`src/design/ooo_pkg.sv`:
```
`default_nettype none

package ooo_pkg;

    // Core sizes
    localparam int xlen = 32;
    localparam int num_regs = 32;
    localparam int rob_depth = 7;
    localparam int tag_w = 3;
    localparam int num_stations = 3;

    // ALU operations carried to the stations
    typedef enum logic [2:0] {
        alu_add,
        alu_sub,
        alu_and,
        alu_or,
        alu_xor,
        alu_slt
    } alu_op_t;

    // RV32I opcodes of the supported subset
    localparam logic [6:0] op_reg = 7'b0110011;
    localparam logic [6:0] op_imm = 7'b0010011;

    localparam logic [2:0] f3_add_sub = 3'b000;
    localparam logic [2:0] f3_slt = 3'b010;
    localparam logic [2:0] f3_xor = 3'b100;
    localparam logic [2:0] f3_or = 3'b110;
    localparam logic [2:0] f3_and = 3'b111;

    // Only bit 30 separates sub from add
    localparam logic [6:0] f7_base = 7'b0000000;
    localparam logic [6:0] f7_alt = 7'b0100000;

    // One instruction word, read as R-type or I-type
    typedef union packed {
        struct packed {
            logic [6:0] funct7;
            logic [4:0] rs2;
            logic [4:0] rs1;
            logic [2:0] funct3;
            logic [4:0] rd;
            logic [6:0] opcode;
        } r;
        struct packed {
            logic [11:0] imm12;
            logic [4:0] rs1;
            logic [2:0] funct3;
            logic [4:0] rd;
            logic [6:0] opcode;
        } i;
    } instr_u;

endpackage

`default_nettype wire

```
`src/design/cdb_arbiter.sv`:
```
`default_nettype none

module cdb_arbiter
    import ooo_pkg::*;
(
    input wire logic clk,
    input wire logic rst_n,
    input wire logic [num_stations-1:0] req,
    input wire logic [num_stations*xlen-1:0] result,
    input wire logic [num_stations*tag_w-1:0] result_tag,
    output logic [num_stations-1:0] grant,
    output logic cdb_valid,
    output logic [tag_w-1:0] cdb_tag,
    output logic [xlen-1:0] cdb_value
);

    logic [xlen-1:0] sel_value;
    logic [tag_w-1:0] sel_tag;

    // Lowest index wins
    assign grant = req & (~req + 1'b1);

    always_comb begin
        sel_value = '0;
        sel_tag = '0;
        for (int s = 0; s < num_stations; s++) begin
            if (grant[s]) begin
                sel_value = result[s*xlen +: xlen];
                sel_tag = result_tag[s*tag_w +: tag_w];
            end
        end
    end

    always_ff @(posedge clk or negedge rst_n) begin
        if (!rst_n) begin
            cdb_valid <= 1'b0;
        end else begin
            cdb_valid <= |req;
        end
    end

    always_ff @(posedge clk) begin
        cdb_tag <= sel_tag;
        cdb_value <= sel_value;
    end

endmodule

`default_nettype wire

```
`config.mk`:
```
export PLATFORM = sky130hd
export DESIGN_NAME = cdb_arbiter
export DESIGN_NICKNAME = d
export VERILOG_FILES = /design/src/design/ooo_pkg.sv /design/src/design/cdb_arbiter.sv
export SDC_FILE = /design/constraint.sdc
export NUM_CORES = 1
export LEC_CHECK = 0
export ABC_AREA = 1
export BUFFER_PORTS_ARGS = -buffer_cell sky130_fd_sc_hd__buf_2
export CAP_MARGIN = 20
export CORE_MARGIN = 5
export CORE_UTILIZATION = 41
export CTS_BUF_LIST = sky130_fd_sc_hd__clkbuf_2 sky130_fd_sc_hd__clkbuf_4 sky130_fd_sc_hd__clkbuf_8
export DETAILED_ROUTE_END_ITERATION = 12
export PLACE_DENSITY_LB_ADDON = 0.15
export SETUP_SLACK_MARGIN = 0.15
export SYNTH_ARGS = -nofsm -noshare
export SYNTH_HDL_FRONTEND = slang
export SYNTH_SLANG_ARGS = --single-unit
```
`constraint.sdc`:
```
create_clock -name clk -period 0.8 [get_ports clk]
set_input_delay 0.08 -clock clk [delete_from_list [all_inputs] [get_ports clk]]
set_output_delay 0.08 -clock clk [all_outputs]
set_load 0.005 [all_outputs]
```
# Word-level counts from Yosys, hierarchy flattened
# Cells that the tools add are included.
# Widths: inputs -> output; s select.
# op_classes
add_sub_neg	1
n_mul	0
div	0
order_cmp	0
eq_ne	0
shifts	0
mux	6
bitwise	2
n_reduce_logical	1
# op_table
op	n
$mux 32	3
$mux 3	3
$add 3x1->3 const B	1
$and 3x3->3	1
$not 3->3	1
$reduce_or 3->1	1
# word_totals
reg_bits	36
latch_bits	0
ram_bits	0
mem_bits_ro	0
inputBits	110
out_inout_bits	39
word_cells	13
n_memories	0

# Logic depth before layout (Yosys ltp)
# logic_depth
word_depth	6
ltp_mapped	4
depth_no_buf	3

# Worst setup path before layout
# No wires, ideal clock.
# synth_path
kind	input -> register
startpoint	input req[2]
endpoint	register cdb_value[10]
setup_time_ps	120
arrival_time_ps	507
required_time_ps	680
slack_ps	174
stages	4
n_path_buf	2
cell_sequence	buf_2 buf_4 nand3_1 nand3_1
# synth_between
elab_chain_cells	4
# synth_rtl
element	line_no	rtl
start: declaration	cdb_arbiter.sv:8	input wire logic [num_stations-1:0] req,
$not 3->3	cdb_arbiter.sv:21	assign grant = req & (~req + 1'b1);
$add 3x1->3	cdb_arbiter.sv:21	
$and 3x3->3 *	cdb_arbiter.sv:21	
$mux 32 *	cdb_arbiter.sv:27	if (grant[s]) begin
via sel_value[10]	cdb_arbiter.sv:17	logic [xlen-1:0] sel_value;
end signal: assignment	cdb_arbiter.sv:44	cdb_value <= sel_value;
end: declaration	cdb_arbiter.sv:14	output logic [xlen-1:0] cdb_value
# Mark *: on every way through the listed nets, which the timed path passes. The rest lies on a longest branch.

# Final worst setup path
# layout_path
startpoint	register cdb_valid
endpoint	output cdb_valid
# layout_rtl
element	line_no	rtl
start: declaration	cdb_arbiter.sv:12	output logic cdb_valid,
start signal: assignment	cdb_arbiter.sv:38	cdb_valid <= |req;
# No word-level cell between the ends.

==> run summary <==
The flow ran to the end, but the final reports show violations. The final reports fail on setup timing. The synthesized instance count came out at 202. The buffer and inverter count on the worst path came out at 1. The violation count after the first detailed-routing iteration came out at 100. The power density over the cells is 1610 mW/mm2.

The final setup violation count is 1. For this block, the routed nets add up to 5760 um of wire. The final worst-path cycle share is 1.04.

The die height came out at 72.6 um. On the worst path, the slowest cell contributes a delay of 0.36 ns. The overall track demand over capacity in global routing is 0.206.

In the layout the commonest cells are sky130_fd_sc_hd__buf_2, sky130_fd_sc_hd__nand3_1, sky130_fd_sc_hd__nand2_1. 0 antenna diodes ended up in the layout. Detailed routing inserted a total of 2056 vias.

The top fanout value on the critical path is 1. For this design the top-level I/O count stands at 149. The slew at the pin closest to its max-slew limit came out at 0.223 ns. After detailed routing, no signal wire sits above met4. In the final routed layout, each cell accounts on average for 14.2 um. In this run, distinct cell masters in the synthesized netlist total 13. Port buffering added 148 buffers. The placed instance count came out at 389. STA classifies the critical path endpoint as a primary output. The number of standard cells in the final layout excluding fillers is 404. The mean area per synthesized cell is 7.95 um2. The post-route total power is 4.26 mW.

The flip-flop and latch count after synthesis is 36. In the post-route analysis, the smallest setup slack over all paths is -0.0360 ns. The worst setup slack after placement came out at -0.0194 ns. Traced cell by cell, the critical path runs through buf_2. The total clock buffers created by CTS is 5. The floorplan step set the die width to 72.6 um. The remaining design rule violation count came out at 0. The cell family contributing the most delay on the critical path is flip-flops. For this configuration, the core starts out at a cell density of 0.432. TritonCTS built the clock tree. The routed design could run at a clock period as short as 0.836 ns. The number of placement rows is 22.

The number of clock sinks seen by CTS came out at 36. The via count of the first global-routing pass came out at 1909. The most common cell after layout, fill and taps aside is sky130_fd_sc_hd__buf_2. The met1 routed wirelength after detailed routing came out at 2060 um. The max-cap check violation count came out at 0. The wire length of the first global-routing pass is 8720 um.

The clock-pin transition on the worst setup and hold timing paths came out at 0.07 ns. The area share of the leading cell type in the synthesized netlist is 0.436. Ranked by total cell area, the synthesized netlist is headed by sky130_fd_sc_hd__dfxtp_1, sky130_fd_sc_hd__nand3_1, sky130_fd_sc_hd__nand2_1, sky130_fd_sc_hd__buf_6, sky130_fd_sc_hd__buf_4. The die area came out at 0.00527 mm2. The tree is rooted in a sky130_fd_sc_hd__clkbuf_8. The highest-delay cell along the critical path is sky130_fd_sc_hd__dfrtp_1. The path class of the tightest hold or removal check is in2reg. The number of antenna violations at the first check in global routing was 0. The final antenna-violating net count came out at 0. The overflow left after global routing came out at 0. The largest net degree at the start of global routing is 22.

The final count of pins violating max slew is 0. The cell area after technology mapping is 0.00161 mm2. Detailed routing placed a total of 687 um of wire on met3. For the worst setup path, the data required time is 0.72 ns. Wire segments on met2 add up to 2940 um in the final route.

Of the cells placed in the final design, the portion with a size suffix greater than 1 is 0.525. The proportion of synthesized chip area in sequential cells is 0.452. The synthesis-to-layout area growth came out at 64.4%. The placeable core region is 0.00372 mm2. The via count normalized by instance count is 5.09.

Of all cell types, the one taking the most synthesized area is sky130_fd_sc_hd__dfxtp_1. The critical path class is reg2out. The maximum level of the CTS H-tree is 2.

The count of synthesis-stage warnings from yosys came out at 0. The cell leakage power is 1.40 nW. The net count of the finished layout is 465. The number of filler instances in the final layout is 343. Timing would allow up to 1.20 GHz. The worst setup path is launched from a register.

The hold violation total from the final report is 0. The data arrival at the endpoint of the critical path is 0.76 ns. The HPWL after detailed placement is 4280 um. Across the VDD grid, the largest voltage drop is 0.971 mV. The longest clock path from root to sink contains 2 buffers. The final RePlAce weighted congestion is 0.818.

The length of the first detailed-routing pass in iterations came out at 4. The number of nets produced by synthesis is 312. The relative slew slack came out at 0.851. Setup repair after global routing could not meet its margin everywhere.
Yosys cell counts, drive strengths merged:
library cell / instances
nand2: 36
buf: 18
nor2: 2
inv: 3
clkbuf: 1
dfrtp: 1
nor3: 1
dfxtp: 35
nand3: 105
worst paths after layout:
path                                  to  cells past startpoint  startpoint  slack [ns]
max in group asynchronous      cdb_valid                      2       rst_n        0.61
max                            cdb_valid                      1   cdb_valid       -0.04
min in group asynchronous      cdb_valid                      2       rst_n        0.11
min                        cdb_value[16]                      3  result[16]        0.01
report_power, final:
part           total [mW]  internal, mW  switching (mW)
combinational       0.986         0.559           0.426
clock                1.27         0.678           0.592
sequential           2.01          1.96          0.0455
cell type report:
class,count,area [um2],area share
flip-flops and latches,36,741,0.280
inverters,3,11.3,0.00426
repair buffers,165,1050,0.397
clock inverters,1,5.00,0.00189
clock buffers,7,83.8,0.0317
well taps,48,60.1,0.0227
multi-input cells,144,692,0.262
metal layers:
metal	track usage	vias to the layer above
li1	-	999
met4	0.0553	0
met1	0.253	938
met2	0.352	113
met3	0.0579	6
met5	0	-
what timing repair did:
item	4_1_cts	5_1_grt
resized for setup	13	18
endpoints found under the setup margin	38	38
endpoints found under the hold margin	1	0
hold buffers	1	0
setup buffers	6	0
pin swaps	1	0
stage by stage:
step                hold slack (ns)   util  area, um2  setup TNS [ns]
global route                 0.0122  0.711       2640          -0.247
detailed placement           -0.143  0.642       2390         -0.0559
finish                       0.0109  0.711       2640         -0.0360
global placement             -0.145  0.642       2390               0
CTS                         0.00219  0.690       2560         -0.0488
floorplan                    -0.216      -       1610               0
sequential cells by signal, indices dropped and copies added (netlist names):
name / flops
cdb_tag: 3
cdb_value: 32
cdb_valid: 1
cell families (layout without fill, tap and decap cells):
logic type | count (synthesis) | count (layout) | share of synthesized area
simple gates | 144 | 144 | 0.427
flops | 36 | 36 | 0.452
buf+inv | 22 | 176 | 0.121
Power figures use the tool's default switching activity.
