$ cat src/design/ooo_pkg.sv
`default_nettype none

package ooo_pkg;

    // Core sizes
    localparam int xlen = 32;
    localparam int num_regs = 32;
    localparam int rob_depth = 7;
    localparam int tag_w = 3;
    localparam int num_stations = 3;

    // ALU operations carried to the stations
    typedef enum logic [2:0] {
        alu_add,
        alu_sub,
        alu_and,
        alu_or,
        alu_xor,
        alu_slt
    } alu_op_t;

    // RV32I opcodes of the supported subset
    localparam logic [6:0] op_reg = 7'b0110011;
    localparam logic [6:0] op_imm = 7'b0010011;

    localparam logic [2:0] f3_add_sub = 3'b000;
    localparam logic [2:0] f3_slt = 3'b010;
    localparam logic [2:0] f3_xor = 3'b100;
    localparam logic [2:0] f3_or = 3'b110;
    localparam logic [2:0] f3_and = 3'b111;

    // Only bit 30 separates sub from add
    localparam logic [6:0] f7_base = 7'b0000000;
    localparam logic [6:0] f7_alt = 7'b0100000;

    // One instruction word, read as R-type or I-type
    typedef union packed {
        struct packed {
            logic [6:0] funct7;
            logic [4:0] rs2;
            logic [4:0] rs1;
            logic [2:0] funct3;
            logic [4:0] rd;
            logic [6:0] opcode;
        } r;
        struct packed {
            logic [11:0] imm12;
            logic [4:0] rs1;
            logic [2:0] funct3;
            logic [4:0] rd;
            logic [6:0] opcode;
        } i;
    } instr_u;

endpackage

`default_nettype wire

$ cat src/design/reg_file.sv
`default_nettype none

module reg_file
    import ooo_pkg::*;
(
    input wire logic clk,
    input wire logic rst_n,

    // Dispatch read ports
    input wire logic [4:0] rs1,
    input wire logic [4:0] rs2,
    output logic [xlen-1:0] rs1_value,
    output logic [xlen-1:0] rs2_value,
    output logic [tag_w-1:0] rs1_tag,
    output logic [tag_w-1:0] rs2_tag,

    // Rename from dispatch
    input wire logic rename_we,
    input wire logic [4:0] rename_rd,
    input wire logic [tag_w-1:0] rename_tag,

    // Commit from the ROB
    input wire logic commit_valid,
    input wire logic [4:0] commit_rd,
    input wire logic [tag_w-1:0] commit_tag,
    input wire logic [xlen-1:0] commit_value
);

    logic [xlen-1:0] regs [num_regs];
    logic [tag_w-1:0] tags [num_regs];

    assign rs1_value = regs[rs1];
    assign rs2_value = regs[rs2];
    assign rs1_tag = tags[rs1];
    assign rs2_tag = tags[rs2];

    always_ff @(posedge clk or negedge rst_n) begin
        if (!rst_n) begin
            for (int i = 0; i < num_regs; i++) begin
                regs[i] <= '0;
                tags[i] <= '0;
            end
        end else begin
            // x0 stays zero even though its writes commit
            if (commit_valid && commit_rd != 5'd0) begin
                regs[commit_rd] <= commit_value;
                // A younger producer keeps its tag
                if (tags[commit_rd] == commit_tag) begin
                    tags[commit_rd] <= '0;
                end
            end
            // Later assignment, so rename wins the tag
            if (rename_we && rename_rd != 5'd0) begin
                tags[rename_rd] <= rename_tag;
            end
        end
    end

endmodule

`default_nettype wire

$ cat config.mk
export PLATFORM = sky130hd
export DESIGN_NAME = reg_file
export DESIGN_NICKNAME = d
export VERILOG_FILES = /design/src/design/ooo_pkg.sv /design/src/design/reg_file.sv
export SDC_FILE = /design/constraint.sdc
export NUM_CORES = 2
export LEC_CHECK = 0
export BUFFER_PORTS_ARGS = -buffer_cell sky130_fd_sc_hd__buf_2
export CAP_MARGIN = 20
export CORE_ASPECT_RATIO = 0.75
export CORE_MARGIN = 2
export CORE_UTILIZATION = 50
export CTS_BUF_LIST = sky130_fd_sc_hd__clkbuf_8
export CTS_CLUSTER_SIZE = 25
export DETAILED_ROUTE_END_ITERATION = 16
export PLACE_DENSITY = 0.64
export SLEW_MARGIN = 25
export SYNTH_ARGS = -nofsm -noshare
export SYNTH_HDL_FRONTEND = slang
export SYNTH_SLANG_ARGS = --single-unit
$ cat constraint.sdc
create_clock -name clk -period 3.4 [get_ports clk]
set_input_delay 0.68 -clock clk [delete_from_list [all_inputs] [get_ports clk]]
set_output_delay 0.68 -clock clk [all_outputs]
set_load 0.05 [all_outputs]
# == Word-level counts from Yosys, hierarchy flattened ==
# Cells that the tools add are included.
# totals
reg_bits,1120
out_inout_bits,70
# op_classes
order_cmp,6
n_eq_ne,1
n_mux,26
bitwise_logic,6
n_reduce_logical,6
# op_table
op,count
bitwise mux 1024 bit,1
binary-select mux 32 bit (select 5 bit),2
2-to-1 mux 96 bit,3
demux 32 bit (select 5 bit),1
2-to-1 mux 32 bit,5
AND 96 bit,1
bitwise mux 96 bit,1
NOT 96 bit,1
binary-select mux 3 bit (select 5 bit),3
demux 3 bit (select 5 bit),2
greater-or-equal comparator 6 bit (second input constant),4
2-to-1 mux 3 bit,8
NOT 5 -> 6 bit,4
less-than comparator 6 x 1 -> 1 bit (second input constant),2
nonzero test 5 bit,2
logical AND 1 bit,4
equality test 3 bit,1

# == Depth between registers and ports, before layout ==
# depth
depth_word,11
ltp_mapped,11
mapped_depth_nobuf,6

# == Worst setup path before layout ==
# No wires, ideal clock.
# synth_timing
path_kind,in2out
from,in rs1[0]
to,out rs1_tag[0]
arrival_time_ns,3.056
setup_slack_ns,-0.336
path_stages,6
n_path_buf,3
cell_sequence,buf_2 -> clkbuf_1 -> buf_1 -> mux4_2 -> mux4_2 -> mux2_2
# synth_via
elab_chain_cells,4
# synth_rtl
item,line,rtl
from (decl),reg_file.sv:10,"input wire logic [4:0] rs1,"
NOT 5 -> 6 bit (implied by the code),reg_file.sv:34,assign rs1_tag = tags[rs1];
binary-select mux 3 bit (select 5 bit),reg_file.sv:34,
2-to-1 mux 3 bit (implied by the code) (2 in a row),reg_file.sv:34,
to (decl),reg_file.sv:14,"output logic [tag_w-1:0] rs1_tag,"
# No other way between the ends. The select of a mux whose other input is x is not followed.

# == Worst setup path after layout ==
# layout_timing
from,reg regs[628] in the netlist's numbering
to,out rs1_value[20]
# layout_via
elab_chain_cells,3
# layout_rtl
item,line,rtl
from (decl),reg_file.sv:29,logic [xlen-1:0] regs [num_regs];
"from (signal, indexed assignment)",reg_file.sv:46,regs[commit_rd] <= commit_value;
binary-select mux 32 bit (select 5 bit),reg_file.sv:32,assign rs1_value = regs[rs1];
2-to-1 mux 32 bit (implied by the code) (2 in a row),reg_file.sv:32,
to (decl),reg_file.sv:12,"output logic [xlen-1:0] rs1_value,"
# No other way between the ends. The select of a mux whose other input is x is not followed.

==> summary.md <==
| Metric | Value |
|---|---|
| Worst VDD drop | `0.000424 V` |
| Avg Cell Area, Syn | `15.6 um^2` |
| IO Count | `132` |
| RSZ-0062 raised after global routing | `yes` |
| Crit path arrival time | `2880 ps` |
| FF/Latch Area | `0.0280 mm^2` |
| Final setup vio count | `66` |
| Setup TNS | `-3790 ps` |
| Syn nets | `3,961` |
| Sw Pwr | `12.1 mW` |
| Status | `finished with violations` |
| Congestion Overflow GR | `0` |
| Final Skew | `42.5 ps` |
| Root Driver | `clkbuf_8` |
| Crit path capture type | `primary output` |
| Buffers on Ports | `131` |
| Post-Route WL | `183,000 um` |
| Post-synthesis sequential area ratio | `46.2%` |
| DRC violations left | `0` |
| Hold path cells | `3` |
| Ranking of synthesized cells by area | `dfrtp_1 46%, mux4_2 26%, mux2_2 18%` |
| Clock power share | `30.7%` |
| Largest net degree at the start of global routing | `99` |
| P_int | `28.6 mW` |
| Overall power | `40.7 mW` |
| Wire per inst | `31.4 um` |
| Req. time, crit path | `2720 ps` |
| Fmax | `0.281 GHz` |
| Max clock buf depth | `3` |
| Core region area | `0.120 mm^2` |
| Die X | `406 um` |
| Layout Cells excl Fill | `5,829` |
| FF+latch count, synth | `1,120` |
| Max Cap Viol | `0` |
| Slew @ Worst Pin | `782 ps` |
| CTS sink cnt | `1,120` |
| Final Hold Vio Count | `0` |
| Most frequent cells in the layout | `1,119 x dfrtp_1, 899 x mux2_2, 712 x mux4_2` |
| Initial antenna violation count | `7` |
| Vias in the first global route | `39,100` |
| Post-detail-place hpwl | `111,000 um` |
| Initial Utilization | `50.5%` |
| Mapped Cells | `3,899` |
| Leak | `30.4 nW` |
| Multi-input combinational cell area | `0.0312 mm^2` |
| DRT antenna net count | `0` |
| Max-slew violations | `0` |
| Inst Count DP | `5,479` |
| DR pass1 iterations | `7` |
| Worst Hold Slack | `221 ps` |
| Placement Rows | `110` |
| Fillers | `9,248` |
| Die height | `306 um` |
| Worst Setup Slack post-DPL | `-126 ps` |
| TritonCTS clock tree | `yes` |
| Clock Latency Late Sink | `920 ps` |
| First DRT Iteration DRCs | `4,129` |
| Slew HR | `47.9%` |
| GRT Total Usage | `30.2%` |
| Switching part of the total power | `29.7%` |
| Reg clk slew, reported paths | `70 ps` |
| Fraction of registers with async set/reset | `100%` |
| Mapped cell area | `0.0607 mm^2` |
| First-pass GRT wire length | `273,000 um` |
| Layout cells sized above 1 | `57.7%` |
| CTS H-tree lvls | `4` |
| Period utilization | `105%` |
| Violated checks | `negative setup slack` |
| Sequential power share | `43.9%` |
| Yosys cell types | `34` |
| Gate power share | `25.4%` |
| R2R cell count | `9` |
| Nets | `4,122` |
| Post-synth top area cell | `dfrtp_1` |
| Worst hold path type | `input port to flop` |
| Critical setup path kind | `flop to primary output` |
| CP Max Fanout | `3` |
| Vias per cell | `6.59` |
| Area grow syn2layout | `15.8%` |
| Final setup margin | `-164 ps` |
| CP startpoint kind | `flop` |
| Synth top area share | `46.2%` |
| Gpl congestion | `0.870` |
| Synth Warn # | `0` |
| CTS Buf Count | `179` |
| Fin crit period | `3560 ps` |
| Pwr Density | `579 mW/mm^2` |
| Commonest non-fill, non-tap cell in the layout | `dfrtp_1` |
| Die Area | `0.124 mm^2` |
| EDFF count, synth | `0` |
| Synth Flop Type | `dfrtp_1` |
| Vias | `38,400` |
-- final timing paths --
path                                   from             to  slack [ps]
max in group asynchronous             rst_n      regs[353]        1850
setup reg to reg                   tags[57]       tags[90]         800
hold reg to reg                  regs[1009]     regs[1009]         390
hold / removal             commit_value[21]      regs[757]         220
setup / recovery                  regs[628]  rs1_value[20]        -160
min in group asynchronous             rst_n      regs[739]         420
-- registers in the layout, summed over array words and instances (netlist names) --
register,flops
regs,1024
tags,96
-- power groups by stage --
stage / registers (mW) / clock network, mW / logic, mW
after detailed placement: 18.0 / 0 / 9.71
after global placement: 17.9 / 0 / 9.54
after floorplan: 17.3 / 0 / 7.42
after CTS: 17.8 / 12.8 / 10.3
after global routing: 18.2 / 13.3 / 10.9
final: 17.9 / 12.5 / 10.3
-- cell type report --
| cell class | instances | area share, % |
|---|---|---|
| Clock buffer | 231 | 4.52 |
| Sequential cell | 1120 | 39.9 |
| Tap cell | 1624 | 2.89 |
| Clock inverter | 93 | 0.985 |
| Timing Repair Buffer | 429 | 7.28 |
| Multi-Input combinational cell | 2330 | 44.4 |
| Antenna cell | 2 | 0.00712 |
-- per-stage QoR --
step,utilization [%],instance area (um^2)
after floorplan,-,60900
after global placement,54.5,65500
after detailed placement,54.5,65500
after CTS,58.4,70200
after global routing,58.5,70300
final,58.5,70300
-- Yosys cell counts (13+ instances only) --
cell type / instances
nand2_1: 307
a22oi_1: 13
a41oi_1: 45
nor3_1: 17
dfrtp_1: 1120
mux2i_1: 117
a31oi_1: 50
mux4_2: 712
buf_4: 30
buf_1: 50
clkbuf_1: 285
mux2_2: 966
nor2_1: 41
buf_2: 84
-- critical path, cell delays in order (launching register included) --
cell and delay (ps):
dfrtp_1 400, mux4_2 470, mux4_2 590, mux2_4 330
buf_6 160
-- layer usage --
layer	track usage (%)	up-vias	wire, um
met5	0	-	12
met4	8.26	2	4650
met3	6.29	280	14700
met2	44.3	1695	83300
met1	45.9	20900	80300
li1	-	15500	-
-- cells by family after synthesis --
logic type | Yosys count | synth area share (%)
buffers and inverters | 449 | 3.14
AOI/OAI and AO/OA | 113 | 1.40
and+or+nand+nor | 421 | 2.95
xor gates and xnor gates | 1 | 0.0144
DFF | 1120 | 46.2
muxes | 1795 | 46.3
-- timing repair --
action | 4_1_cts | 5_1_grt
buffers inserted | 16 | 7
cloned | 0 | 0
resized for setup | 207 | 5
hold endpoints to repair | 49 | 0
hold buffers | 1 | 0
setup endpoints to repair | 70 | 70
Power figures use the tool's default switching activity.
