`config.mk`:
```
export PLATFORM = sky130hd
export DESIGN_NAME = reorder_buffer
export DESIGN_NICKNAME = d
export VERILOG_FILES = /design/src/design/ooo_pkg.sv /design/src/design/reorder_buffer.sv
export SDC_FILE = /design/constraint.sdc
export NUM_CORES = 1
export LEC_CHECK = 0
export BUFFER_PORTS_ARGS = -buffer_cell sky130_fd_sc_hd__buf_2
export CORE_AREA = 2 2 216 218
export CTS_CLUSTER_SIZE = 30
export DETAILED_ROUTE_END_ITERATION = 7
export DIE_AREA = 0 0 218 220
export GPL_TIMING_DRIVEN = 0
export PLACE_DENSITY = 0.54
export SYNTH_ARGS = -nofsm -noshare
export SYNTH_HDL_FRONTEND = slang
export SYNTH_SLANG_ARGS = --single-unit
```
`constraint.sdc`:
```
create_clock -name clk -period 2.3 [get_ports clk]
set_input_delay 0.46 -clock clk [delete_from_list [all_inputs] [get_ports clk]]
set_output_delay 0.46 -clock clk [all_outputs]
set_load 0.02 [all_outputs]
```
`src/design/ooo_pkg.sv`:
```
`default_nettype none

package ooo_pkg;

    // Core sizes
    localparam int xlen = 32;
    localparam int num_regs = 32;
    localparam int rob_depth = 7;
    localparam int tag_w = 3;
    localparam int num_stations = 3;

    // ALU operations carried to the stations
    typedef enum logic [2:0] {
        alu_add,
        alu_sub,
        alu_and,
        alu_or,
        alu_xor,
        alu_slt
    } alu_op_t;

    // RV32I opcodes of the supported subset
    localparam logic [6:0] op_reg = 7'b0110011;
    localparam logic [6:0] op_imm = 7'b0010011;

    localparam logic [2:0] f3_add_sub = 3'b000;
    localparam logic [2:0] f3_slt = 3'b010;
    localparam logic [2:0] f3_xor = 3'b100;
    localparam logic [2:0] f3_or = 3'b110;
    localparam logic [2:0] f3_and = 3'b111;

    // Only bit 30 separates sub from add
    localparam logic [6:0] f7_base = 7'b0000000;
    localparam logic [6:0] f7_alt = 7'b0100000;

    // One instruction word, read as R-type or I-type
    typedef union packed {
        struct packed {
            logic [6:0] funct7;
            logic [4:0] rs2;
            logic [4:0] rs1;
            logic [2:0] funct3;
            logic [4:0] rd;
            logic [6:0] opcode;
        } r;
        struct packed {
            logic [11:0] imm12;
            logic [4:0] rs1;
            logic [2:0] funct3;
            logic [4:0] rd;
            logic [6:0] opcode;
        } i;
    } instr_u;

endpackage

`default_nettype wire

```
`src/design/reorder_buffer.sv`:
```
`default_nettype none

module reorder_buffer
    import ooo_pkg::*;
(
    input wire logic clk,
    input wire logic rst_n,
    input wire logic alloc,
    input wire logic [4:0] alloc_rd,
    output logic [tag_w-1:0] alloc_tag,
    output logic full,
    input wire logic [tag_w-1:0] src1_tag,
    input wire logic [tag_w-1:0] src2_tag,
    output logic src1_done,
    output logic [xlen-1:0] src1_value,
    output logic src2_done,
    output logic [xlen-1:0] src2_value,
    input wire logic cdb_valid,
    input wire logic [tag_w-1:0] cdb_tag,
    input wire logic [xlen-1:0] cdb_value,
    output logic commit_valid,
    output logic [4:0] commit_rd,
    output logic [tag_w-1:0] commit_tag,
    output logic [xlen-1:0] commit_value
);

    // Entry 0 is never allocated and reads back as not done
    logic e_valid [rob_depth+1];
    logic e_done [rob_depth+1];
    logic [4:0] e_rd [rob_depth+1];
    logic [xlen-1:0] e_value [rob_depth+1];

    logic [tag_w-1:0] head, tail;
    logic [$clog2(rob_depth+1)-1:0] count;
    logic do_alloc, do_commit;

    function automatic logic [tag_w-1:0] next_tag(input logic [tag_w-1:0] t);
        return (t == tag_w'(rob_depth)) ? tag_w'(1) : t + 1'b1;
    endfunction

    assign alloc_tag = tail;
    assign full = (count == rob_depth);
    assign do_alloc = alloc && !full;
    assign do_commit = e_valid[head] && e_done[head];

    // Done and value stay readable after commit until reallocation
    assign src1_done = e_done[src1_tag];
    assign src1_value = e_value[src1_tag];
    assign src2_done = e_done[src2_tag];
    assign src2_value = e_value[src2_tag];

    always_ff @(posedge clk or negedge rst_n) begin
        if (!rst_n) begin
            head <= tag_w'(1);
            tail <= tag_w'(1);
            count <= '0;
            commit_valid <= 1'b0;
            for (int i = 0; i <= rob_depth; i++) begin
                e_valid[i] <= 1'b0;
                e_done[i] <= 1'b0;
            end
        end else begin
            commit_valid <= do_commit;
            if (cdb_valid) begin
                e_done[cdb_tag] <= 1'b1;
            end
            if (do_commit) begin
                e_valid[head] <= 1'b0;
                head <= next_tag(head);
            end
            if (do_alloc) begin
                e_valid[tail] <= 1'b1;
                e_done[tail] <= 1'b0;
                tail <= next_tag(tail);
            end
            case ({do_alloc, do_commit})
                2'b10: count <= count + 1'b1;
                2'b01: count <= count - 1'b1;
                default: count <= count;
            endcase
        end
    end

    // Payload side
    always_ff @(posedge clk) begin
        if (cdb_valid) begin
            e_value[cdb_tag] <= cdb_value;
        end
        if (do_alloc) begin
            e_rd[tail] <= alloc_rd;
        end
        commit_rd <= e_rd[head];
        commit_tag <= head;
        commit_value <= e_value[head];
    end

endmodule

`default_nettype wire

```
* Word-level counts from Yosys, hierarchy flattened
Memories as Yosys holds them, arrays and structs flattened. A register that Yosys moved wholly into a read port is not among the register bits. Index checks and enable logic that the tools add are counted.
Storage, ports and cells: memories kept 2, flip-flop bits (word level) 29, bits of input ports 50, memory bits (writable) 296, output and inout bits 111
Memories:
- e_value | depth 8, bits a word 32, rd ports 3, clocked after Yosys merged registers in 1, write ports 1, RTL line reorder_buffer.sv:31 | logic [xlen-1:0] e_value [rob_depth+1];
- e_rd | depth 8, bits a word 5, rd ports 1, clocked after Yosys merged registers in 1, write ports 1, RTL line reorder_buffer.sv:30 | logic [4:0] e_rd [rob_depth+1];
Operators by class: bitwise gates (word level) 11, muxes and demuxes 29, add/sub/neg operators 4, eq/ne operators 5, magnitude comparators 8, reductions and logical operators 7
Operator list (number):
- 2-to-1 mux 8 bit | 4
- >= comparator 4 bit, second input constant | 5
- NOT 3 -> 4 bit | 5
- bitwise AND 8 bit | 2
- NOT 8 bit | 2
- OR 8 bit | 2
- 2-to-1 mux 1 bit | 15
- binary-select mux 1 bit (select 3 bit) | 4
- < comparator 4 x 1 -> 1 bit, second input constant | 3
- adder 3 x 1 -> 3 bit, second input constant | 3
- demux 1 bit (select 3 bit) | 3
- equality test 3 bit, second input constant | 3
- 2-to-1 mux 3 bit | 2
- one-hot mux 3 bit (2 select lines) | 1
- logical AND 1 bit | 5
- subtractor 3 x 1 -> 3 bit, second input constant | 1
- equality test 2 x 1 -> 1 bit, second input constant | 1
- equality test 2 bit, second input constant | 1
- nonzero test 2 bit | 1
- zero test 1 bit | 1

* Logic depth before layout (Yosys ltp)
word-level depth 10, mapped depth 10

* Least setup slack after synthesis
No wires, ideal clock.
kind in2reg, from input cdb_tag[2], to memory e_value[0][0], enable pin, data required time 1.836 ns, setup time 0.464 ns, path buffers 0, path slack -1.059 ns, stages on the path 2, data arrival time 2.895 ns, cell sequence nand2b_1 -> nor3_1
RTL lines:
- from (decl) | RTL line reorder_buffer.sv:19 | input wire logic [tag_w-1:0] cdb_tag,
- to (decl) | RTL line reorder_buffer.sv:31
No word-level cell before the write port.

* Final worst setup path
from input src1_tag[1], to output src1_value[25]
On the way: cells in the longest elaborated chain, start to end 1
Ends and longest elaborated chain:
- from (decl) | RTL line reorder_buffer.sv:12 | input wire logic [tag_w-1:0] src1_tag,
- memory (8 x 32 bit)
- to (decl) | RTL line reorder_buffer.sv:15 | output logic [xlen-1:0] src1_value,
Every way passes these cells.

==> results.py <==
metrics = {
    "layout": {
        "design_area_mm2": 0.02193,
        "fin_nets": 1332,
        "area_delta_synth_final_pct": 27.25,
        "utilization": 0.4781,
        "layout-drive-gt1-share": 0.5008,
    },
    "routing": {
        "wl_met1_mm": 23.99,
        "drc": 0,
        "drt_pass1_iterations": 5,
        "antenna_left": 0,
        "wl_met2_mm": 28.27,
        "routed.top_layer": "met5",
        "wl_met3_mm": 5.711,
        "wl_per_cell_um": 31.37,
        "vias_per_cell": 6.025,
        "vias": 11530,
        "drtIter0Drc": 1374,
        "finalWirelength_mm": 60.03,
    },
    "floorplanning": {
        "die_w_um": 218,
        "ioPinCount": 161,
        "initial_core_util": 0.3758,
        "rows": 79,
        "die_y_um": 220,
        "dieArea_mm2": 0.04796,
        "fp.coreArea_mm2": 0.04586,
    },
    "logic_synthesis": {
        "synthXorXnorAreaFrac": 0.001525,
        "synth_seq_cells": 362,
        "synthMuxAreaShare": 0.2807,
        "yosys_warnings": 0,
        "yosys.area.top_type_share": 0.5158,
        "synth.distinct_cells": 43,
        "syn_inst": 1000,
        "syn_avg_cell_area_um2": 17.23,
        "synth_edf_count": 296,
        "synth_flop_cell": "edfxtp_1",
        "synth_area_mm2": 0.01723,
        "synth-simple-area-share": 0.03376,
        "synthArstFlopShare": 0.07182,
        "synthAdderAreaFrac": 0.004792,
        "synth-compound-area-share": 0.05627,
        "synth_top_family_by_area": "multiplexers",
        "synth.cells.most_frequent": "edfxtp_1 (296), mux4_2 (147), mux2_2 (99)",
        "synth_largest_area_cell": "edfxtp_1",
        "syn_nets": 1056,
        "seq_area_frac_synth": 0.6001,
        "ys_top_cells_by_area": "edfxtp_1 (52%), mux4_2 (19%), mux2_2 (6.5%), dfxtp_1 (4.6%), dfrtp_1 (3.5%)",
        "yosysMostFrequentCell": "edfxtp_1",
    },
    "power_and_ir_drop": {
        "switchingPower_uw": 9030,
        "peakVddDrop_mv": 0.8205,
        "switching_share": 0.3683,
        "pwr-share-clk": 0.257,
        "static-leakage-power_uw": 0.007950,
        "intPower_uw": 15490,
        "pwr-share-comb": 0.395,
        "power_density_mw_per_mm2": 1118,
        "seqPwrFrac": 0.349,
    },
    "global_route": {
        "antenna_found_initial": 4,
        "gr-usage-all-layers": 0.2498,
        "grt-ovfl-total": 0,
        "grt_start_max_net_pins": 27,
        "grt_pass1_vias": 11530,
        "grt_pass1_wl_mm": 83.19,
    },
    "sta": {
        "rsz0062_at_grt": "yes",
        "finalWorstPathRequiredPeriod_ns": 2.411,
        "hold_viol_final": 0,
        "worst_slack_ns": -0.1109,
        "holdWs_ns": 0.1682,
        "setup_viol": 67,
        "min_period_over_period": 1.048,
        "final_max_slew_viol_count": 0,
        "fin_worst_skew_ns": 0.01237,
        "fmax_mhz": 414.8,
        "worst_pin_slew_ns": 0.9551,
        "slew_headroom": 0.3617,
    },
    "placement": {
        "placed_area_mm2": 0.01916,
        "dp_hpwl_mm": 38.46,
        "numPortBuffers": 154,
        "finalWeightedCongestion": 0.8601,
    },
    "clock_network": {
        "tritoncts": "yes",
        "cts.path.max_buffers": 3,
        "cts-buffers-inserted": 40,
        "clockRootBuffer": "clkbuf_16",
        "clock_sinks": 362,
        "htreeDepth": 2,
        "clkTransAtPathRegs_ns": 0.06,
        "clock_latency_ns": 0.56,
    },
    "setup_path": {
        "arrival_ns": 1.95,
        "cpMaxStageDelayCell": "mux4_2",
        "slowest_delay_ns": 0.35,
        "setup.worst_path.class": "primary input to primary output",
        "startpoint_type": "primary input",
        "end_kind": "primary output",
        "path_max_fanout": 10,
        "required_ns": 1.84,
        "crit_chain": "clkbuf_2, buf_4, mux4_2, mux2_4, buf_6",
    },
    "run": {
        "drv_cap": 0,
    },
    "run_status": {
        "violations": "negative setup slack",
        "status": "finished with violations",
    },
    "worst_hold_path": {
        "hold_class": "primary input to register",
    },
}
[routing by layer]
layer | vias up | track usage
li1 | 4742 | -
met1 | 5978 | 0.3419
met2 | 663 | 0.3924
met3 | 143 | 0.05521
met4 | 6 | 0.09048
met5 | - | 0
[sequential cells by signal, indices dropped and copies added (netlist names)]
register and cells:
commit_valid 1, commit_tag 3, head 3, commit_value 32, alloc_tag 3, commit_rd 5
e_rd 40, count 3, e_valid 8, e_value 256, e_done 8
[final timing paths]
| kind | start | to | slack, ns | cells after the start |
|---|---|---|---|---|
| max | src1_tag[1] | src1_value[25] | -0.11 | 5 |
| min | cdb_value[5] | e_value[2][5]$_DFFE_PP_ | 0.17 | 1 |
| max reg2reg | head[0]$_DFFE_PN1N_ | count[1]$_DFFE_PN0P_ | -0.08 | 8 |
| min reg2reg | count[2]$_DFFE_PN0P_ | count[2]$_DFFE_PN0P_ | 0.47 | 1 |
| max in group asynchronous | rst_n | e_done[4]$_DFF_PN0_ | 1.40 | 2 |
| min in group asynchronous | rst_n | alloc_tag[1]$_DFFE_PN0N_ | 0.46 | 2 |
[cells by family (layout without fill, tap and decap cells)]
logic type               after synthesis  count (layout)
adder cells (fa/ha/maj)                6               6
other                                  0               1
AND/OR/NAND/NOR                      132             132
flip-flops                           362             362
XOR/XNOR                               3               3
buffers and inverters                 83             389
multiplexers                         283             283
AO/OA/AOI/OAI                        131             131
[final cells by class]
cell class | instances | area [um^2]
Buffer | 77 | 680.7
Inverter | 5 | 21.27
Clock buffer | 58 | 1150
Fill cell | 3930 | 23930
Timing Repair Buffer | 235 | 1992
Clock inverter | 14 | 123.9
Tap cell | 607 | 759.5
Antenna cell | 1 | 2.502
Multi-Input combinational cell | 555 | 6849
Sequential cell | 362 | 10350
[power groups by stage]
stage	combinational (uW)	sequential, uW	clock [uW]
global placement	8570	8650	0
global route	10100	8640	6660
detailed placement	8620	8660	0
floorplan	4640	9030	0
finish	9680	8550	6290
CTS	9350	8530	6400
[stage by stage]
| step | setup slack, ns | TNS [ns] | power [uW] | instances |
|---|---|---|---|---|
| 2_1_floorplan | -0.1822 | -19.79 | 13670 | 1000 |
| 3_3_place_gp | -2.418 | -529.29 | 17220 | 1761 |
| 3_5_place_dp | -0.8413 | -65.38 | 17270 | 1774 |
| 4_1_cts | -0.1208 | -4.429 | 24270 | 1889 |
| 5_1_grt | -0.1519 | -6.347 | 25390 | 1913 |
| 6_report | -0.1109 | -3.574 | 24520 | 1914 |
[repair_timing]
item                                    CTS  global route
hold buffers                              1             0
endpoints found under the setup margin  124            79
gates resized for setup                 289            31
pin swaps                                 2             2
buffers inserted                         43            24
endpoints found under the hold margin    24             0
[worst max-delay path: cells and delay by family]
kind / cells / cell delay [ns]
buf+inv: 3 / 0.79
mux: 2 / 0.68
[cells in the final DEF (no fill, tap or decap), drive strengths merged, types with 2 or more instances in the layout]
cell type	n
a31oi	6
dfrtp	24
a221oi	39
nand3	6
o221ai	12
o2bb2ai	6
and2	2
o21ai	11
xnor2	2
a21oi	20
nand2b	9
clkbuf	89
nor2	56
clkinvlp	2
and3	6
dfstp	2
a222oi	2
o41ai	6
bufinv	2
mux2i	33
a22oi	12
nor3	7
clkdlybuf4s15	3
mux4	149
dfxtp	40
inv	5
o22ai	12
clkinv	10
mux2	101
nor2b	5
buf	277
edfxtp	296
nand2	40
ha	5
o31ai	2
a22o	2
(Power assumes the default switching activity.)
