===== src/design/ooo_pkg.sv =====
`default_nettype none

package ooo_pkg;

    // Core sizes
    localparam int xlen = 32;
    localparam int num_regs = 32;
    localparam int rob_depth = 7;
    localparam int tag_w = 3;
    localparam int num_stations = 3;

    // ALU operations carried to the stations
    typedef enum logic [2:0] {
        alu_add,
        alu_sub,
        alu_and,
        alu_or,
        alu_xor,
        alu_slt
    } alu_op_t;

    // RV32I opcodes of the supported subset
    localparam logic [6:0] op_reg = 7'b0110011;
    localparam logic [6:0] op_imm = 7'b0010011;

    localparam logic [2:0] f3_add_sub = 3'b000;
    localparam logic [2:0] f3_slt = 3'b010;
    localparam logic [2:0] f3_xor = 3'b100;
    localparam logic [2:0] f3_or = 3'b110;
    localparam logic [2:0] f3_and = 3'b111;

    // Only bit 30 separates sub from add
    localparam logic [6:0] f7_base = 7'b0000000;
    localparam logic [6:0] f7_alt = 7'b0100000;

    // One instruction word, read as R-type or I-type
    typedef union packed {
        struct packed {
            logic [6:0] funct7;
            logic [4:0] rs2;
            logic [4:0] rs1;
            logic [2:0] funct3;
            logic [4:0] rd;
            logic [6:0] opcode;
        } r;
        struct packed {
            logic [11:0] imm12;
            logic [4:0] rs1;
            logic [2:0] funct3;
            logic [4:0] rd;
            logic [6:0] opcode;
        } i;
    } instr_u;

endpackage

`default_nettype wire


===== src/design/dispatch_unit.sv =====
`default_nettype none

module dispatch_unit
    import ooo_pkg::*;
(
    input wire logic inst_valid,
    input wire logic [31:0] inst_word,
    output logic inst_ready,

    // Register file
    output logic [4:0] rs1,
    output logic [4:0] rs2,
    input wire logic [xlen-1:0] rs1_value,
    input wire logic [xlen-1:0] rs2_value,
    input wire logic [tag_w-1:0] rs1_tag,
    input wire logic [tag_w-1:0] rs2_tag,
    output logic rename_we,
    output logic [4:0] rename_rd,
    output logic [tag_w-1:0] rename_tag,

    // Reorder buffer
    output logic alloc,
    output logic [4:0] alloc_rd,
    input wire logic [tag_w-1:0] alloc_tag,
    input wire logic full,
    output logic [tag_w-1:0] src1_tag,
    output logic [tag_w-1:0] src2_tag,
    input wire logic src1_done,
    input wire logic [xlen-1:0] src1_value,
    input wire logic src2_done,
    input wire logic [xlen-1:0] src2_value,

    // CDB bypass
    input wire logic cdb_valid,
    input wire logic [tag_w-1:0] cdb_tag,
    input wire logic [xlen-1:0] cdb_value,

    // Reservation stations
    input wire logic [num_stations-1:0] busy,
    output logic [num_stations-1:0] load,
    output alu_op_t op,
    output logic [tag_w-1:0] dest_tag,
    output logic [xlen-1:0] v1,
    output logic [tag_w-1:0] t1,
    output logic [xlen-1:0] v2,
    output logic [tag_w-1:0] t2
);

    instr_u iw;
    logic is_reg;
    logic accept;
    logic [num_stations-1:0] free_sel;
    logic [xlen-1:0] imm;
    logic [tag_w+xlen-1:0] opnd1;
    logic [tag_w+xlen-1:0] opnd2;

    // Register, then ROB, then CDB, else wait on the tag
    function automatic logic [tag_w+xlen-1:0] resolve(
        input logic [tag_w-1:0] rtag,
        input logic [xlen-1:0] rval,
        input logic rob_done,
        input logic [xlen-1:0] rob_val,
        input logic bus_valid,
        input logic [tag_w-1:0] bus_tag,
        input logic [xlen-1:0] bus_val
    );
        if (rtag == '0) begin
            return {{tag_w{1'b0}}, rval};
        end else if (rob_done) begin
            return {{tag_w{1'b0}}, rob_val};
        end else if (bus_valid && bus_tag == rtag) begin
            return {{tag_w{1'b0}}, bus_val};
        end
        return {rtag, {xlen{1'b0}}};
    endfunction

    assign iw = inst_word;
    assign is_reg = (iw.r.opcode == op_reg);
    assign imm = {{(xlen-12){iw.i.imm12[11]}}, iw.i.imm12};

    assign rs1 = iw.r.rs1;
    assign rs2 = is_reg ? iw.r.rs2 : 5'd0;
    assign src1_tag = rs1_tag;
    assign src2_tag = rs2_tag;

    // Lowest clear bit of busy
    assign free_sel = ~busy & (busy + 1'b1);
    assign inst_ready = !full && (|(~busy));
    assign accept = inst_valid && inst_ready;

    assign load = accept ? free_sel : '0;
    assign alloc = accept;
    assign alloc_rd = iw.i.rd;
    assign dest_tag = alloc_tag;
    assign rename_we = accept && (iw.i.rd != 5'd0);
    assign rename_rd = iw.i.rd;
    assign rename_tag = alloc_tag;

    always_comb begin
        case (iw.r.funct3)
            f3_add_sub: op = (is_reg && iw.r.funct7 == f7_alt) ? alu_sub : alu_add;
            f3_slt: op = alu_slt;
            f3_xor: op = alu_xor;
            f3_or: op = alu_or;
            f3_and: op = alu_and;
            default: op = alu_add;
        endcase
    end

    assign opnd1 = resolve(rs1_tag, rs1_value, src1_done, src1_value,
                           cdb_valid, cdb_tag, cdb_value);
    assign opnd2 = is_reg ? resolve(rs2_tag, rs2_value, src2_done, src2_value,
                                    cdb_valid, cdb_tag, cdb_value)
                          : {{tag_w{1'b0}}, imm};
    assign {t1, v1} = opnd1;
    assign {t2, v2} = opnd2;

endmodule

`default_nettype wire


===== config.mk =====
export PLATFORM = sky130hd
export DESIGN_NAME = dispatch_unit
export DESIGN_NICKNAME = d
export VERILOG_FILES = /design/src/design/ooo_pkg.sv /design/src/design/dispatch_unit.sv
export SDC_FILE = /design/constraint.sdc
export NUM_CORES = 1
export LEC_CHECK = 0
export BUFFER_PORTS_ARGS = -buffer_cell sky130_fd_sc_hd__buf_4
export CAP_MARGIN = 20
export CORE_AREA = 2 2 125 127
export DETAILED_ROUTE_END_ITERATION = 10
export DIE_AREA = 0 0 127 129
export PLACE_DENSITY = 0.47
export SLEW_MARGIN = 0
export SYNTH_ARGS = -nofsm -noshare
export SYNTH_HDL_FRONTEND = slang
export SYNTH_SLANG_ARGS = --single-unit

===== constraint.sdc =====
create_clock -name vclk -period 1.08
set_input_delay 0 -clock vclk [all_inputs]
set_output_delay 0 -clock vclk [all_outputs]
set_load 0.005 [all_outputs]

### Word level (Yosys, flattened, before mapping)

Index checks and enable logic that the tools add are counted.
Widths: inputs -> output; s select.

| storage, ports and cells | value |
|---|---|
| flip-flop bits (word level) | 0 |
| bits of input ports | 212 |
| output and inout bits | 111 |
| word-level logic and storage cells | 42 |

| cells by class | value |
|---|---|
| add/sub/neg operators | 1 |
| equality and inequality tests | 8 |
| mux-type cells | 19 |
| bitwise logic cells | 2 |
| reductions and logical operators | 12 |

Operators with widths:

| cell | number |
|---|---|
| $mux 35 | 9 |
| $pmux 3 s5 | 1 |
| $eq 7x6->1 const B | 2 |
| $eq 3x3->1 const B | 3 |
| $logic_not 3->1 | 3 |
| $mux 1 | 7 |
| $eq 3x3->1 | 2 |
| $logic_and 1x1->1 | 6 |
| $mux 5 | 1 |
| $reduce_bool 5->1 | 1 |
| $add 3x1->3 const B | 1 |
| $and 3x3->3 | 1 |
| $eq 3x2->1 const B | 1 |
| $mux 3 | 1 |
| $not 3->3 | 1 |
| $reduce_or 3->1 | 1 |
| $logic_not 1->1 | 1 |

### Depth between registers and ports, before layout

Gate-level depths: netlist (run 1).

| depth | value |
|---|---|
| depth in word-level cells | 7 |
| gate-level depth with buffers | 6 |
| mapped depth without buffers | 4 |

### Least setup slack after synthesis (run 1)

Ideal clock, no wire load.

| timing path | value |
|---|---|
| path type | input to output |
| start point | input inst_word[6] |
| end point | output v2[22] |
| data arrival time | 0.961 ns |
| required time | 1.080 ns |
| slack | 0.119 ns |
| cell stages on the path | 6 |
| path buffers | 2 |
| cell sequence | and4bb_1 -> and4b_1 -> buf_4 -> o31ai_4 -> buf_6 -> o21ai_1 |

| on the way | value |
|---|---|
| word-level cells in the longest chain between the ends | 2 |

RTL lines:

| element | line | text |
|---|---|---|
| start, declared | dispatch_unit.sv:7 | `input wire logic [31:0] inst_word,` |
| $eq 7x6->1 | dispatch_unit.sv:78 | `assign is_reg = (iw.r.opcode == op_reg);` |
| $mux 35 | dispatch_unit.sv:112 | `assign opnd2 = is_reg ? resolve(rs2_tag, rs2_value, src2_done, src2_value,` |
| end, declared | dispatch_unit.sv:45 | `output logic [xlen-1:0] v2,` |

Every way passes these cells.

### Worst setup path in the final report (run 1)

| timing path | value |
|---|---|
| start point | input rs2_tag[0] |
| end point | output v2[6] |

| on the way | value |
|---|---|
| word-level cells in the longest chain between the ends | 7 |
| elaborated cells on any way between the ends | 9 |
| classes of those cells | eq/ne: 1; mux: 6; reduce/logical: 2 |

RTL lines:

| element | line | text |
|---|---|---|
| start, declared | dispatch_unit.sv:16 | `input wire logic [tag_w-1:0] rs2_tag,` |
| $eq 3x3->1 | dispatch_unit.sv:71 | `end else if (bus_valid && bus_tag == rtag) begin` |
| $logic_and 1x1->1 | dispatch_unit.sv:71 |  |
| $mux 1 | dispatch_unit.sv:71 |  |
| $mux 1 | dispatch_unit.sv:69 | `end else if (rob_done) begin` |
| $mux 1 | dispatch_unit.sv:67 | `if (rtag == '0) begin` |
| $mux 35 * | dispatch_unit.sv:74 | `return {rtag, {xlen{1'b0}}};` |
| $mux 35 * | dispatch_unit.sv:112 |  |

Every way passes the cells marked *; elsewhere a longest branch is shown, timed or not.

==> results.md, run 1 <==
Setup path:
- The cell that appears most often on the critical path is sky130_fd_sc_hd__buf_4.
- For the worst setup path, the data required time is 1.08 ns.
- The slowest cell on the critical path is sky130_fd_sc_hd__a21oi_1.
- The critical path launch point type is an input port.
- The signal on the critical path passes through buf_4 -> nor3_4 -> buf_4 -> buf_12 -> buf_12 -> nor2_1 -> a21oi_1 -> o21ai_2 -> buf_4.
- Among cell families on the critical path, the largest total delay comes from buffers and inverters.
- The category of the most critical setup path is input port to output pin.
- In this design, the stage delay of the slowest critical-path cell is 0.22 ns.
- The combined buffer and inverter count along the critical path is 5.
- The largest driver fanout on the critical path is 9.
- STA puts the critical path data arrival time at 1.22 ns.
- STA classifies the critical path endpoint as an output pin.

Power and ir drop:
- The analysis attributes to cell leakage a power of 0.00272 uW.
- The combinational share of power is 100.0%.
- Across the VDD grid, the largest voltage drop is 0.000155 V.
- The total power divided by cell area is 403 mW/mm2.
- The total internal power is 1260 uW.
- The clock network power share is 0%.
- The switching portion of total power is 40.1%.
- For this design the total switching power over the nets is 846 uW.
- The sequential share of power is 0%.

Routing:
- For this block, the initial DRC count from the detailed router was 92.
- In this run the remaining antenna-violating nets after routing total 0.
- For this block, the routed nets add up to 14.5 mm of wire.
- The total via count after detailed routing is 3638.
- After detailed routing, the number of vias per cell comes to 4.43.
- In the routed design, unresolved DRC markers number 0.
- Dividing the detail-routed wire length by the instance count gives 17.6 um.
- The first detailed-routing pass ran for 4 iterations.

Placed design:
- At the placement stage, the worst setup path has a slack of -0.186 ns.
- The count of buffers added on input and output ports is 304.
- The final weighted congestion in routability-driven placement is 0.839.
- The post-placement cell count is 807.
- Summed over all nets, the half-perimeter wirelength after detailed placement is 11.2 mm.

Status:
- The run finished, with violations left.
- The final reports fail on setup timing.

Yosys:
- The number of warnings issued by yosys is 0.
- The synthesized netlist devotes 2.88% of its cell area to XOR and XNOR gates.
- The portion of synthesized cell area occupied by the leading cell type is 30.1%.
- The post-synthesis cell type count is 28.
- Yosys attributes the largest share of cell area to sky130_fd_sc_hd__mux2i_1 (30%), sky130_fd_sc_hd__o21ai_1 (12%), sky130_fd_sc_hd__buf_4 (11%), sky130_fd_sc_hd__nand2_1 (8.1%), sky130_fd_sc_hd__a21oi_1 (7.8%).
- The post-synth net total is 547.
- Counting every instance in the synthesized netlist gives 335.
- The synthesized netlist devotes 26.9% of its cell area to compound gates.
- The sequential fraction of the synthesis area is 0%.
- The post-synthesis share of cell area spent on and, or, nand and nor gates is 22.8%.
- Measured against the total synthesized area, the mux share comes to 30.1%.
- A synthesized cell averages 6.35 um2.
- The main combinational cell family by area after synthesis is multiplexers.
- The fraction of the mapped netlist area in adder cells is 0%.
- The cell area that synthesis handed to floorplanning was 0.00213 mm2.
- The library cell with the largest summed area after synthesis is sky130_fd_sc_hd__mux2i_1.

STA:
- Setup repair after global routing could not meet its margin everywhere.
- The count of pins over their slew limit was 0.
- The transition time of the tightest slew-check pin is 0.498 ns.
- The final total negative setup slack is -6.75 ns.
- Setup violations remaining at the end of the flow were counted as 69.
- After layout, the minimum clock period comes to 1.22 ns.
- Of the available clock period, the critical path in the final layout requires 113%.
- The number of hold violations in the final report is 0.
- The worst slew margin relative to its limit is 66.3%.
- Derived from the worst setup path, the maximum achievable clock frequency is 822 MHz.
- The setup slack after layout is -0.137 ns.

Worst hold path:
- The classification of the worst-slack hold path is input port to output pin.

GRT:
- The pin count of the biggest net entering global routing is 28.
- The via count of the first global-routing pass is 3617.
- The first global-routing pass estimated 20.1 mm of wire.
- The aggregate global-route resource usage is 15.8%.
- The initial antenna violation count came to 0.
- Global routing finished with a remaining overflow of 0.

Finish:
- The count of clock buffers in the final design is 0.
- The final standard cell count with taps included and fillers excluded is 822.
- Relative to the synthesized area, the layout overhead comes to 146%.
- The library cell used most frequently in the layout, excluding fill and tap cells, is sky130_fd_sc_hd__buf_4.
- The diode insertion count for antenna repair is 0.
- There are 0 flip-flops and latches.
- After the last flow step, the layout net total stands at 848.
- The area used by sequential logic in the layout is 0 um2.
- In the layout the commonest cells are sky130_fd_sc_hd__buf_4 (318), sky130_fd_sc_hd__mux2i_1 (64), sky130_fd_sc_hd__nand2_1 (46), sky130_fd_sc_hd__o21ai_2 (46), sky130_fd_sc_hd__nor2_1 (36).
- In the final layout, the share of cells above drive strength 1 is 66.4%.

Die:
- Measured along the x axis, the die boundary spans 127 um.
- Once the floorplan was initialized, standard cells occupied 14.2% of the core.
- The die is 129 um tall.
- The area of the die is 0.0164 mm2.
- The count of standard-cell rows is 45.
- After floorplanning, the core was sized to cover 0.0150 mm2.
- For this design the top-level I/O count stands at 323.

Clocking:
- The quantity of hold-fixing buffers added after cts is 0.

Run:
- Max-cap violations in this run came to 0.
[power by group through the flow]
stage | combinational, uW | clock, uW | sequential (uW)
3_5_place_dp | 1850 | 0 | 0
5_1_grt | 2260 | 0 | 0
4_1_cts | 2060 | 0 | 0
2_1_floorplan | 680 | 0 | 0
6_report | 2110 | 0 | 0
3_3_place_gp | 1840 | 0 | 0
[synth_stat cells (all sizes together), types with 2 or more instances]
library cell,number
mux2i,64
o21ai,64
buf,47
nand2,46
nor2,36
a21oi,33
and2,9
clkbuf,8
xnor2,7
nor3,5
and3,3
a31oi,2
[final timing paths]
check                    startpoint      to  cells past startpoint
worst min-delay path  inst_word[16]  rs1[1]                      0
worst max-delay path     rs2_tag[0]   v2[6]                      9
[metrics by stage]
step | hold WS, ns | area, um2 | total power [uW] | util, %
CTS | 0.0000346 | 5050 | 2060 | 33.7
floorplan | 0.0311 | 2130 | 680 | -
finish | 0.00000232 | 5230 | 2110 | 34.9
global placement | 0.0000346 | 4680 | 1840 | 31.2
global route | 0.0000109 | 5230 | 2260 | 34.9
detailed placement | 0.0000346 | 4680 | 1850 | 31.2
[logic make-up (layout without fill, tap and decap cells)]
kind of cell              count (synthesis)  count (layout)
xor gates and xnor gates                  7               7
and+or+nand+nor                         107             107
muxes                                    64              64
buffers and inverters                    56             355
AOI/OAI and AO/OA                       101             101
[per-layer routing]
layer	routed length, um	share of wire, %	GRT usage [%]	vias to the layer above
met1	5320	37	17.1	1660
li1	-	-	-	1759
met4	372	2.6	3.81	0
met3	1110	7.7	2.91	14
met5	0	0	0	-
met2	7660	53	31.3	205
[layout make-up]
cell class / count / area (um2)
Inverter: 1 / 3.75
Tap cell: 188 / 235
Timing Repair Buffer: 354 / 2980
Multi-Input combinational cell: 279 / 2010
Fill cell: 1593 / 9740
[repair_timing]
| item | in CTS | in global routing |
|---|---|---|
| resized for setup | 62 | 23 |
| setup endpoints to repair | 68 | 73 |
| gates cloned | 6 | 2 |
| setup buffers | 3 | 4 |
| pin swaps | 28 | 22 |
No activity file was read; power rests on OpenSTA's default activity.
==> run 2, diff against run 1 <==
Settings changed: CORE_AREA 2 2 125 127 to 4 4 124 126, DIE_AREA 0 0 127 129 to 0 0 128 130, PLACE_DENSITY 0.47 to 0.49.
==> results.md, run 2 (synthesis gave the netlist of run 1 again) <==
STA:
- The worst hold margin came to 0.00000661 ns (+0.00000429 ns).
- The maximum achievable frequency is 807 MHz (-1.8%).
- The count of pins over their slew limit came to 0 (unchanged).
- The setup violation total in the final timing report was 66 (-4.3%).
- The shortest period the worst path allows is 1.24 ns (+0.0217 ns).
- The number of hold violations in the final report is 0 (unchanged).
- The worst slew margin relative to its limit is 74.6% (+8.3 points).
- Setup repair after global routing could not meet its margin everywhere.
- The transition time of the tightest slew-check pin is 0.370 ns (-0.128 ns).
- The final total negative setup slack is -7.12 ns (-0.370 ns).
- The post-route fraction of the period consumed by the critical path is 115% (+2.0 points).
- The setup slack after layout is -0.159 ns (-0.0217 ns).

Power and ir drop:
- The highest ir drop seen on vdd is 0.000203 V (+31%).
- The total power draw is 2140 uW (+1.5%).
- The total power divided by cell area is 408 mW/mm2 (+1.1%).
- The leakage dissipation is 0.00275 uW (+1.1%).

Finish:
- The area used by sequential logic in the layout is 0 um2 (unchanged).
- The number of flip-flops and latches is 0 (unchanged).
- In the layout the commonest cells are sky130_fd_sc_hd__buf_4 (327), sky130_fd_sc_hd__mux2i_1 (63), sky130_fd_sc_hd__nand2_1 (45).
- The layout cell share with drive strength beyond 1 is 65.8% (-0.62 points).
- The number of nets at the end of the flow was 854 (+0.71%).
- The diode insertion count for antenna repair is 0 (unchanged).
- The final-layout fill cell count is 1518 (-4.7%).
- The count of clock buffers in the final design is 0 (unchanged).
- Leaving out fill and tap cells, the most frequent cell in the layout is sky130_fd_sc_hd__buf_4.
- The area growth from synthesis to layout is 147%.

Routing:
- The wire length on met3 is 1.53 mm (+38%).
- The count of antenna-violating nets left after detailed routing is 0 (unchanged).
- The initial detailed-routing violation count is 55 (-40%).
- The detailed router used layers up to and including met4.
- The detailed-route wire length per cell is 18.3 um (+3.9%).
- The via density per instance is 4.38 (-1.1%).
- The routed length on met2 is 8.25 mm (+7.7%).
- The wire length on met1 came to 5.01 mm (-5.9%).
- The count of unresolved DRC violations after routing came to 0 (unchanged).
- The total via count after detailed routing is 3607 (-0.85%).
- The length of the first detailed-routing pass in iterations came to 4 (unchanged).
- The detailed-route wire length is 15.1 mm (+4.2%).

GRT:
- The pin count of the biggest net entering global routing is 27 (-3.6%).
- The via count of the first global-routing pass is 3793 (+4.9%).
- The initial antenna violation count was 0 (unchanged).
- The wire length of the first global-routing pass was 20.7 mm (+2.8%).
- The overflow left after global routing was 0 (unchanged).
- The aggregate global-route resource usage came to 16.0% (+0.21 points).

Setup path:
- The kind of end point of the critical path is an output pin.
- The largest driver fanout on the critical path is 22 (+13).
- The worst setup path is launched from an input port.
- The endpoint arrival time on the critical path is 1.24 ns (+0.02 ns).
- The data required time at the worst endpoint is 1.08 ns (about the same).
- The worst setup path is of the input port to output pin kind.

Worst hold path:
- For hold timing, the worst endpoint is rs1[2].
- The startpoint identified for the worst hold timing path is inst_word[17].
- The number of instances on the worst hold path is 0 (unchanged).
- The min-delay analysis places its worst path in the category input port to output pin.

Die:
- The die extent in x was 128 um (+0.79%).
- The area of the die is 0.0166 mm2 (+1.6%).
- The I/O pin count is 323 (unchanged).
- The die boundary height was 130 um (+0.78%).
- The count of standard-cell rows is 44 (-2.2%).
- The placeable core region is 0.0143 mm2 (-4.4%).
- The starting density of the core is 14.9% (+0.66 points).

Status:
- The final reports fail on setup timing.
- The run finished, with violations left.

Placed design:
- The detailed placement HPWL is 11.9 mm (+6.1%).
- The port buffer count is 304 (unchanged).
- The final weighted congestion in routability-driven placement is 0.915 (+9.1%).
- The worst-case setup slack after placement is -0.225 ns (-0.0387 ns).

Run:
- The number of maximum-capacitance violations is 0 (unchanged).
-- run 2: cell count changes in the layout (fill, tap and decap cells not counted), sizes merged --
cell,change
buf,+5
bufbuf,+2
clkbuf,-1
-- run 2: repair_timing --
item	4_1_cts	5_1_grt
gates cloned	5	1
resized for setup	56	24
pin swaps	23	21
buffers inserted	5	2
setup endpoints to repair	69	72
hold buffers	0	0
-- run 2: layout make-up --
type	count	area [um2]	share of cell area [%]
Timing Repair Buffer	360	3010	57.3
Multi-Input combinational cell	279	2010	38.2
Tap cell	184	230	4.38
Inverter	1	3.75	0.0714
-- run 2: critical path, stage by stage --
cell and delay (ns):
sky130_fd_sc_hd__buf_6 0.09, sky130_fd_sc_hd__and4bb_1 0.27, sky130_fd_sc_hd__and4b_2 0.28, sky130_fd_sc_hd__o31ai_4 0.11, sky130_fd_sc_hd__buf_12 0.18, sky130_fd_sc_hd__o21ai_1 0.16, sky130_fd_sc_hd__buf_4 0.14
-- run 2: stage by stage --
| stage | instances | instance area (um2) | util [%] |
|---|---|---|---|
| finish | 824 | 5250 | 36.7 |
| global route | 824 | 5250 | 36.7 |
| CTS | 821 | 5100 | 35.6 |
| detailed placement | 811 | 4700 | 32.8 |
| global placement | 811 | 4700 | 32.8 |
| floorplan | 335 | 2130 | - |
-- run 2: layer usage --
layer	GRT usage, %	vias up
li1	-	1769
met1	16.5	1604
met2	32.8	217
met3	3.60	17
met4	2.68	0
met5	0	-
-- run 2: how the worst max path moves through the flow --
| stage | startpoint | endpoint | slack, ns | cells past startpoint |
|---|---|---|---|---|
| CTS | inst_word[6] | v2[29] | -0.16 | 7 |
| detailed placement | cdb_tag[1] | v1[22] | -0.22 | 7 |
| floorplan | inst_word[6] | v2[22] | 0.12 | 6 |
| finish | inst_word[6] | v2[29] | -0.16 | 7 |
| global route | inst_word[6] | v2[0] | -0.22 | 7 |
| global placement | src2_done | v2[11] | -0.23 | 7 |
-- run 2: power breakdown --
group,total [uW],switching (uW),internal [uW]
registers,0,0,0
clock network,0,0,0
logic,2140,849,1290
total,2140,849,1290
